--- src/verilog/alu_isa_pkg.sv ---
package alu_isa_pkg;

    // Width of the immediate field in the immediate form
    localparam int imm_width = 11;

    // Logic unit selects
    localparam logic [1:0] logic_and = 2'd0;
    localparam logic [1:0] logic_or  = 2'd1;
    localparam logic [1:0] logic_xor = 2'd2;

    typedef enum logic [3:0] {
        op_add = 4'd0,
        op_adc = 4'd1,
        op_sub = 4'd2,
        op_sbb = 4'd3,
        op_cmp = 4'd4,
        op_and = 4'd5,
        op_or  = 4'd6,
        op_xor = 4'd7
    } alu_op_e;

    // Register form, operand b from the port
    typedef struct packed {
        logic [3:0]           opcode;
        logic                 fmt;
        logic [imm_width-1:0] rsvd;
    } instr_r_t;

    // Immediate form, operand b from imm
    typedef struct packed {
        logic [3:0]           opcode;
        logic                 fmt;
        logic [imm_width-1:0] imm;
    } instr_i_t;

    typedef union packed {
        instr_r_t r;
        instr_i_t i;
    } instr_u;

    typedef struct packed {
        alu_op_e    op;
        logic       is_sub;
        logic       use_carry;
        logic [1:0] logic_sel;
        logic       is_logic;
        logic       write_result;
    } uop_t;

endpackage

--- src/verilog/cla_pkg.sv ---
package cla_pkg;

    // Operand and result width
    localparam int data_width = 32;

    // Position of the sign bit
    localparam int sign_bit = data_width - 1;

    // Half width, the split point between the two 16-bit groups
    localparam int half_width = data_width / 2;

    // Status flags as kept by the ALU
    typedef struct packed {
        logic carry;
        logic overflow;
        logic zero;
        logic negative;
    } flags_t;

endpackage
--- src/verilog/alu_core.sv ---
`timescale 1ns/1ps

module alu_core (
    input  logic                           clk,
    input  logic                           rst_n,
    input  logic                           in_valid,
    input  alu_isa_pkg::instr_u            instr,
    input  logic [cla_pkg::data_width-1:0] opnd_a,
    input  logic [cla_pkg::data_width-1:0] opnd_b,
    output logic                           result_valid,
    output logic [cla_pkg::data_width-1:0] result,
    output logic                           flags_valid,
    output cla_pkg::flags_t                flags
);
    import alu_isa_pkg::*;
    import cla_pkg::*;

    // Decode to execute
    logic                  dec_valid;
    uop_t                  dec_uop;
    logic [data_width-1:0] dec_a;
    logic [data_width-1:0] dec_b;

    // Execute to result
    logic                  ex_valid;
    uop_t                  ex_uop;
    logic [data_width-1:0] ex_value;
    flags_t                ex_flags;

    alu_decode u_decode (
        .clk(clk), .rst_n(rst_n), .in_valid(in_valid), .instr(instr),
        .opnd_a(opnd_a), .opnd_b(opnd_b), .dec_valid(dec_valid),
        .dec_uop(dec_uop), .dec_a(dec_a), .dec_b(dec_b)
    );

    alu_execute u_execute (
        .clk(clk), .rst_n(rst_n), .dec_valid(dec_valid), .dec_uop(dec_uop),
        .dec_a(dec_a), .dec_b(dec_b), .ex_valid(ex_valid), .ex_uop(ex_uop),
        .ex_value(ex_value), .ex_flags(ex_flags)
    );

    alu_result u_result (
        .clk(clk), .rst_n(rst_n), .ex_valid(ex_valid), .ex_uop(ex_uop),
        .ex_value(ex_value), .ex_flags(ex_flags), .result_valid(result_valid),
        .result(result), .flags_valid(flags_valid), .flags(flags)
    );

endmodule

--- src/verilog/alu_decode.sv ---
`timescale 1ns/1ps

module alu_decode (
    input  logic                           clk,
    input  logic                           rst_n,
    input  logic                           in_valid,
    input  alu_isa_pkg::instr_u            instr,
    input  logic [cla_pkg::data_width-1:0] opnd_a,
    input  logic [cla_pkg::data_width-1:0] opnd_b,
    output logic                           dec_valid,
    output alu_isa_pkg::uop_t              dec_uop,
    output logic [cla_pkg::data_width-1:0] dec_a,
    output logic [cla_pkg::data_width-1:0] dec_b
);
    import alu_isa_pkg::*;
    import cla_pkg::*;

    uop_t                  uop;
    logic [data_width-1:0] imm_ext;
    logic [data_width-1:0] b_sel;

    // Control bits from the opcode
    always_comb begin
        uop = '{op: op_add, is_sub: 1'b0, use_carry: 1'b0, logic_sel: logic_and,
                is_logic: 1'b0, write_result: 1'b1};
        case (instr.r.opcode)
            op_adc: begin
                uop.op        = op_adc;
                uop.use_carry = 1'b1;
            end
            op_sub: begin
                uop.op     = op_sub;
                uop.is_sub = 1'b1;
            end
            op_sbb: begin
                uop.op        = op_sbb;
                uop.is_sub    = 1'b1;
                uop.use_carry = 1'b1;
            end
            op_cmp: begin
                uop.op           = op_cmp;
                uop.is_sub       = 1'b1;
                uop.write_result = 1'b0;
            end
            op_and: begin
                uop.op       = op_and;
                uop.is_logic = 1'b1;
            end
            op_or: begin
                uop.op        = op_or;
                uop.is_logic  = 1'b1;
                uop.logic_sel = logic_or;
            end
            op_xor: begin
                uop.op        = op_xor;
                uop.is_logic  = 1'b1;
                uop.logic_sel = logic_xor;
            end
            // op_add and every undefined opcode keep the add defaults
            default: ;
        endcase
    end

    // Immediate form reads the same word through the other view
    assign imm_ext = {{(data_width - imm_width){instr.i.imm[imm_width-1]}}, instr.i.imm};
    assign b_sel   = instr.r.fmt ? imm_ext : opnd_b;

    always_ff @(posedge clk or negedge rst_n) begin
        if (!rst_n) begin
            dec_valid <= 1'b0;
        end else begin
            dec_valid <= in_valid;
        end
    end

    always_ff @(posedge clk) begin
        if (in_valid) begin
            dec_uop <= uop;
            dec_a   <= opnd_a;
            dec_b   <= b_sel;
        end
    end

endmodule

--- src/verilog/alu_execute.sv ---
`timescale 1ns/1ps

module alu_execute (
    input  logic                           clk,
    input  logic                           rst_n,
    input  logic                           dec_valid,
    input  alu_isa_pkg::uop_t              dec_uop,
    input  logic [cla_pkg::data_width-1:0] dec_a,
    input  logic [cla_pkg::data_width-1:0] dec_b,
    output logic                           ex_valid,
    output alu_isa_pkg::uop_t              ex_uop,
    output logic [cla_pkg::data_width-1:0] ex_value,
    output cla_pkg::flags_t                ex_flags
);
    import alu_isa_pkg::*;
    import cla_pkg::*;

    logic                  carry_q;
    logic [data_width-1:0] add_b;
    logic                  add_cin;
    logic [data_width-1:0] sum;
    logic                  sum_cout;
    logic                  sum_ovf;
    logic [data_width-1:0] logic_val;
    logic [data_width-1:0] value;
    flags_t                flags_nxt;

    // Subtract is a + ~b + 1, borrow variants take the carry flag instead
    assign add_b   = dec_uop.is_sub ? ~dec_b : dec_b;
    assign add_cin = dec_uop.use_carry ? carry_q : dec_uop.is_sub;

    cla32 adder (
        .a        (dec_a),
        .b        (add_b),
        .cin      (add_cin),
        .s        (sum),
        .cout     (sum_cout),
        .overflow (sum_ovf)
    );

    always_comb begin
        case (dec_uop.logic_sel)
            logic_or:  logic_val = dec_a | dec_b;
            logic_xor: logic_val = dec_a ^ dec_b;
            default:   logic_val = dec_a & dec_b;
        endcase
    end

    assign value = dec_uop.is_logic ? logic_val : sum;

    // Zero and negative are filled in by the result stage
    always_comb begin
        flags_nxt          = '0;
        flags_nxt.carry    = dec_uop.is_logic ? carry_q : sum_cout;
        flags_nxt.overflow = dec_uop.is_logic ? 1'b0 : sum_ovf;
    end

    // Carry flag, written by every adder op including compare
    always_ff @(posedge clk or negedge rst_n) begin
        if (!rst_n) begin
            ex_valid <= 1'b0;
            carry_q  <= 1'b0;
        end else begin
            ex_valid <= dec_valid;
            if (dec_valid) begin
                carry_q <= flags_nxt.carry;
            end
        end
    end

    always_ff @(posedge clk) begin
        if (dec_valid) begin
            ex_uop   <= dec_uop;
            ex_value <= value;
            ex_flags <= flags_nxt;
        end
    end

endmodule

--- src/verilog/alu_result.sv ---
`timescale 1ns/1ps

module alu_result (
    input  logic                           clk,
    input  logic                           rst_n,
    input  logic                           ex_valid,
    input  alu_isa_pkg::uop_t              ex_uop,
    input  logic [cla_pkg::data_width-1:0] ex_value,
    input  cla_pkg::flags_t                ex_flags,
    output logic                           result_valid,
    output logic [cla_pkg::data_width-1:0] result,
    output logic                           flags_valid,
    output cla_pkg::flags_t                flags
);
    import alu_isa_pkg::*;
    import cla_pkg::*;

    flags_t flags_nxt;

    // Carry and overflow come from execute
    always_comb begin
        flags_nxt          = ex_flags;
        flags_nxt.zero     = (ex_value == '0);
        flags_nxt.negative = ex_value[sign_bit];
    end

    always_ff @(posedge clk or negedge rst_n) begin
        if (!rst_n) begin
            result_valid <= 1'b0;
            flags_valid  <= 1'b0;
            flags        <= '0;
        end else begin
            flags_valid  <= ex_valid;
            result_valid <= ex_valid & ex_uop.write_result;
            if (ex_valid) begin
                flags <= flags_nxt;
            end
        end
    end

    // Compare leaves the last result in place
    always_ff @(posedge clk) begin
        if (ex_valid && ex_uop.write_result) begin
            result <= ex_value;
        end
    end

endmodule

--- src/verilog/cla16.sv ---
`timescale 1ns/1ps

module cla16 (
    input  logic [15:0] a,
    input  logic [15:0] b,
    input  logic        cin,
    output logic [15:0] s,
    output logic        cout,
    output logic        gg,
    output logic        pg
);

    logic [3:0] bg;
    logic [3:0] bp;
    logic       c4;
    logic       c8;
    logic       c12;

    // Block carry-outs stay open, the second level drives the carries
    cla4 blk0 (.a(a[3:0]),   .b(b[3:0]),   .cin(cin), .s(s[3:0]),
               .cout(), .gg(bg[0]), .pg(bp[0]));
    cla4 blk1 (.a(a[7:4]),   .b(b[7:4]),   .cin(c4),  .s(s[7:4]),
               .cout(), .gg(bg[1]), .pg(bp[1]));
    cla4 blk2 (.a(a[11:8]),  .b(b[11:8]),  .cin(c8),  .s(s[11:8]),
               .cout(), .gg(bg[2]), .pg(bp[2]));
    cla4 blk3 (.a(a[15:12]), .b(b[15:12]), .cin(c12), .s(s[15:12]),
               .cout(), .gg(bg[3]), .pg(bp[3]));

    // Carry into bit 4
    assign c4 = bg[0] | (bp[0] & cin);

    // Carry into bit 8
    assign c8 = bg[1] | (bp[1] & bg[0]) | (bp[1] & bp[0] & cin);

    // Carry into bit 12
    assign c12 = bg[2] | (bp[2] & bg[1]) | (bp[2] & bp[1] & bg[0])
               | (bp[2] & bp[1] & bp[0] & cin);

    // Group generate and propagate over all four blocks
    assign gg = bg[3] | (bp[3] & bg[2]) | (bp[3] & bp[2] & bg[1])
              | (bp[3] & bp[2] & bp[1] & bg[0]);
    assign pg = bp[3] & bp[2] & bp[1] & bp[0];

    assign cout = gg | (pg & cin);

endmodule

--- src/verilog/cla32.sv ---
`timescale 1ns/1ps

module cla32 (
    input  logic [cla_pkg::data_width-1:0] a,
    input  logic [cla_pkg::data_width-1:0] b,
    input  logic                           cin,
    output logic [cla_pkg::data_width-1:0] s,
    output logic                           cout,
    output logic                           overflow
);
    import cla_pkg::*;

    logic g_lo;
    logic p_lo;
    logic g_hi;
    logic p_hi;
    logic c16;

    cla16 grp_lo (.a(a[half_width-1:0]), .b(b[half_width-1:0]), .cin(cin),
                  .s(s[half_width-1:0]), .cout(), .gg(g_lo), .pg(p_lo));

    cla16 grp_hi (.a(a[sign_bit:half_width]), .b(b[sign_bit:half_width]), .cin(c16),
                  .s(s[sign_bit:half_width]), .cout(), .gg(g_hi), .pg(p_hi));

    // Lookahead for the carry into the upper group
    assign c16 = g_lo | (p_lo & cin);

    // Final carry
    assign cout = g_hi | (p_hi & g_lo) | (p_hi & p_lo & cin);

    // Inputs agree in sign but the sum does not
    assign overflow = (a[sign_bit] ~^ b[sign_bit]) & (s[sign_bit] ^ a[sign_bit]);

endmodule

--- src/verilog/cla4.sv ---
`timescale 1ns/1ps

module cla4 (
    input  logic [3:0] a,
    input  logic [3:0] b,
    input  logic       cin,
    output logic [3:0] s,
    output logic       cout,
    output logic       gg,
    output logic       pg
);

    logic [3:0] g;
    logic [3:0] p;
    logic       c1;
    logic       c2;
    logic       c3;

    // Per-bit generate and propagate
    assign g = a & b;
    assign p = a ^ b;

    // Lookahead for c1
    assign c1 = g[0] | (p[0] & cin);

    // Lookahead for c2
    assign c2 = g[1] | (p[1] & g[0]) | (p[1] & p[0] & cin);

    // Lookahead for c3
    assign c3 = g[2] | (p[2] & g[1]) | (p[2] & p[1] & g[0])
              | (p[2] & p[1] & p[0] & cin);

    // Group terms for the next level up
    assign gg = g[3] | (p[3] & g[2]) | (p[3] & p[2] & g[1])
              | (p[3] & p[2] & p[1] & g[0]);
    assign pg = p[3] & p[2] & p[1] & p[0];

    // Carry out of the block
    assign cout = gg | (pg & cin);

    assign s = p ^ {c3, c2, c1, cin};

endmodule

--- config.mk ---
export PLATFORM = sky130hd
export DESIGN_NAME = alu_core
export DESIGN_NICKNAME = d
export VERILOG_FILES = /design/src/verilog/alu_isa_pkg.sv /design/src/verilog/cla_pkg.sv /design/src/verilog/alu_core.sv /design/src/verilog/alu_decode.sv /design/src/verilog/alu_execute.sv /design/src/verilog/alu_result.sv /design/src/verilog/cla16.sv /design/src/verilog/cla32.sv /design/src/verilog/cla4.sv
export SDC_FILE = /design/constraint.sdc
export NUM_CORES = 1
export LEC_CHECK = 0
export BUFFER_PORTS_ARGS = -buffer_cell sky130_fd_sc_hd__buf_4
export CAP_MARGIN = 5
export CORE_ASPECT_RATIO = 1.75
export CORE_MARGIN = 5
export CORE_UTILIZATION = 55
export DETAILED_ROUTE_END_ITERATION = 8
export PLACE_DENSITY = 0.79
export RECOVER_POWER = 100
export SYNTH_ARGS = -nofsm -noshare
export SYNTH_HDL_FRONTEND = slang
export SYNTH_HIERARCHICAL = 1
export SYNTH_SLANG_ARGS = --single-unit
--- constraint.sdc ---
create_clock -name clk -period 7.63 [get_ports clk]
set_clock_uncertainty 0.05 [all_clocks]
set_input_delay 0.3815 -clock clk [delete_from_list [all_inputs] [get_ports clk]]
set_output_delay 0.3815 -clock clk [all_outputs]
set_load 0.05 [all_outputs]
==> results.ini <==
[run_status]
status=finished with violations
violations=max-capacitance violations, max-slew violations

[placed_design]
io_buffers=120
gp_congestion=0.912
dpl_cell_area_mm2=0.00964
hpwlAfterDp_um=13800

[synthesis]
syn_area_per_cell_um2=12.0
yosys_warnings=6
netlist_instances=718
syn_area_mm2=0.00862
syn_nets=907

[cells_and_area]
nets=1029
postLayoutCellArea_mm2=0.0101
drive_above_1_share_pct=16.1
antenna_cells=0
syn2layout_area_growth_pct=16.7

[timing]
drv_slew=182
fin_tns_setup_ns=0
post-route-period-util_pct=71.6
setup_viol=0
fin_crit_ns=5.47
tightest_slew_ns=3.94
relSlewSlack_pct=-163
rsz0062_at_grt=no
fmax_mhz=183
timing_hold_violations_final=0

[routing]
vias_per_cell=5.81
drc=0
drt_iter0_drc=387
antenna_left=0
routed_wl_um=20000
vias=6037
post_drt_wl_per_cell_um=19.2
firstDrtPassIters=5

[die]
placeableCoreArea_mm2=0.0154
row_count=60
fp.dieW_um=105
initial_core_util_pct=56.0
die-area_mm2=0.0184
die_y_um=176
ios=121

[critical_path]
crit_required_ns=7.85
path_cells=clkbuf_1, xor2_1, ha_1, a21oi_1, o21bai_1, a21o_1, a21oi_1, nand3_1, a21o_1, a21oi_1, inv_1, a21o_1, fa_1, xor2_1, o22ai_1, a31oi_1
cp_slowest_stage_delay_ns=1.69
cp.buffers_inverters=2
crit_family=buffers and inverters
critPathKind=reg -> reg
slowest_stage=clkbuf_1
end_kind=flip-flop
crit_arrival_ns=5.68
start_kind=flip-flop
cp_max_fo=33

[hold_path]
hold_path_class=in -> reg

[clock_network]
root_buffer=clkbuf_16
cts_resized=0
clockBufferDepth=2
cts_inserted_buffers=17
clk_pin_slew_ns=0.06
cts-htree-levels=4
clock_latency_ns=0.43
cts_tree=built
clkSinkCount=146

[global_routing]
grt_pass1_vias=6403
grt_use_total_pct=21.9
grt_pass1_wl_um=31600
grt_max_degree=72
gr-total-overflow=0
grt_antenna_before_repair=0

[job]
drv_cap=5

[power_and_ir_drop]
p_per_area_mw_per_mm2=255
irDropWorstVdd_mv=0.130
power.leakage_nw=4.40

[per-stage QoR]
stage               cells  util [%]  power (mW)  worst slack [ns]  hold WS (ns)
floorplan             718         -        1.54              4.20        0.0359
global placement     1005      62.7        1.70              3.82         0.156
detailed placement   1005      62.7        1.74              3.73         0.160
CTS                  1038      66.6        2.59              3.62        0.0627
global route         1039      65.4        2.69              1.80        0.0810
finish               1039      65.4        2.57              2.16        0.0983
[where the power goes]
part	internal, mW	total [mW]	switching [mW]
Sequential	1.01	1.08	0.0710
Combinational	0.264	0.651	0.387
Clock	0.512	0.842	0.330
[worst paths after layout]
kind	from	end	slack (ns)	cells after the start
worst max-delay path	u_decode/dec_uop[5]	u_execute/ex_value[25]	2.16	16
worst min-delay path	opnd_a[6]	u_decode/dec_a[6]	0.1	1
worst max register to register	u_decode/dec_uop[5]	u_execute/ex_value[25]	2.16	16
worst min register to register	u_decode/dec_uop[0]	u_execute/ex_uop[0]	0.39	0
max in group asynchronous	rst_n	u_result/flags[1]	6.82	2
min in group asynchronous	rst_n	u_result/result_valid	0.38	2
[final cells by class]
class | instances | area (µm²)
Timing Repair Buffer | 128 | 807
Clock buffer | 18 | 429
Tap cell | 186 | 233
Inverter | 96 | 360
Multi-Input combinational cell | 451 | 3730
Fill cell | 1164 | 5320
Sequential cell | 146 | 4340
Clock inverter | 14 | 164
[routing by layer]
| layer | wire, µm | track usage, % | share of wire [%] |
|---|---|---|---|
| met1 | 7160 | 22.3 | 36 |
| met3 | 931 | 4.45 | 4.7 |
| met2 | 11200 | 41.5 | 56 |
| met5 | 0 | 0 | 0 |
| met4 | 723 | 11.2 | 3.6 |
[layout by cell type, fill, tap and decap left out, types with 6 or more instances in the layout]
cell type	count
a31oi_1	32
xor2_1	48
nand2_1	41
a21o_1	20
fa_1	8
o22ai_1	32
ha_1	98
dfrtp_1	9
xnor2_1	8
clkbuf_4	32
nand3_1	10
a21oi_1	18
nand4_1	8
or2b_1	17
and4_2	7
mux2_1	9
o21ai_0	27
nor4_1	6
buf_4	47
clkbuf_16	17
inv_1	96
mux2_2	6
clkbuf_1	48
nand2b_1	18
edfxtp_1	137
[registers in the layout (all words and copies together), names as in the netlist, 2 cells and up]
name,flops
u_decode/dec_uop,6
u_result/flags,4
u_decode/dec_b,32
u_execute/ex_value,32
u_result/result,32
u_execute/ex_flags,2
u_decode/dec_a,32
[repair_timing]
item / 4_1_cts / 5_1_grt
setup endpoints to repair: 0 / 0
hold buffers: 1 / 0
endpoints found under the hold margin: 9 / 0
buffers inserted: 0 / 0
Power figures use the tool's default switching activity.
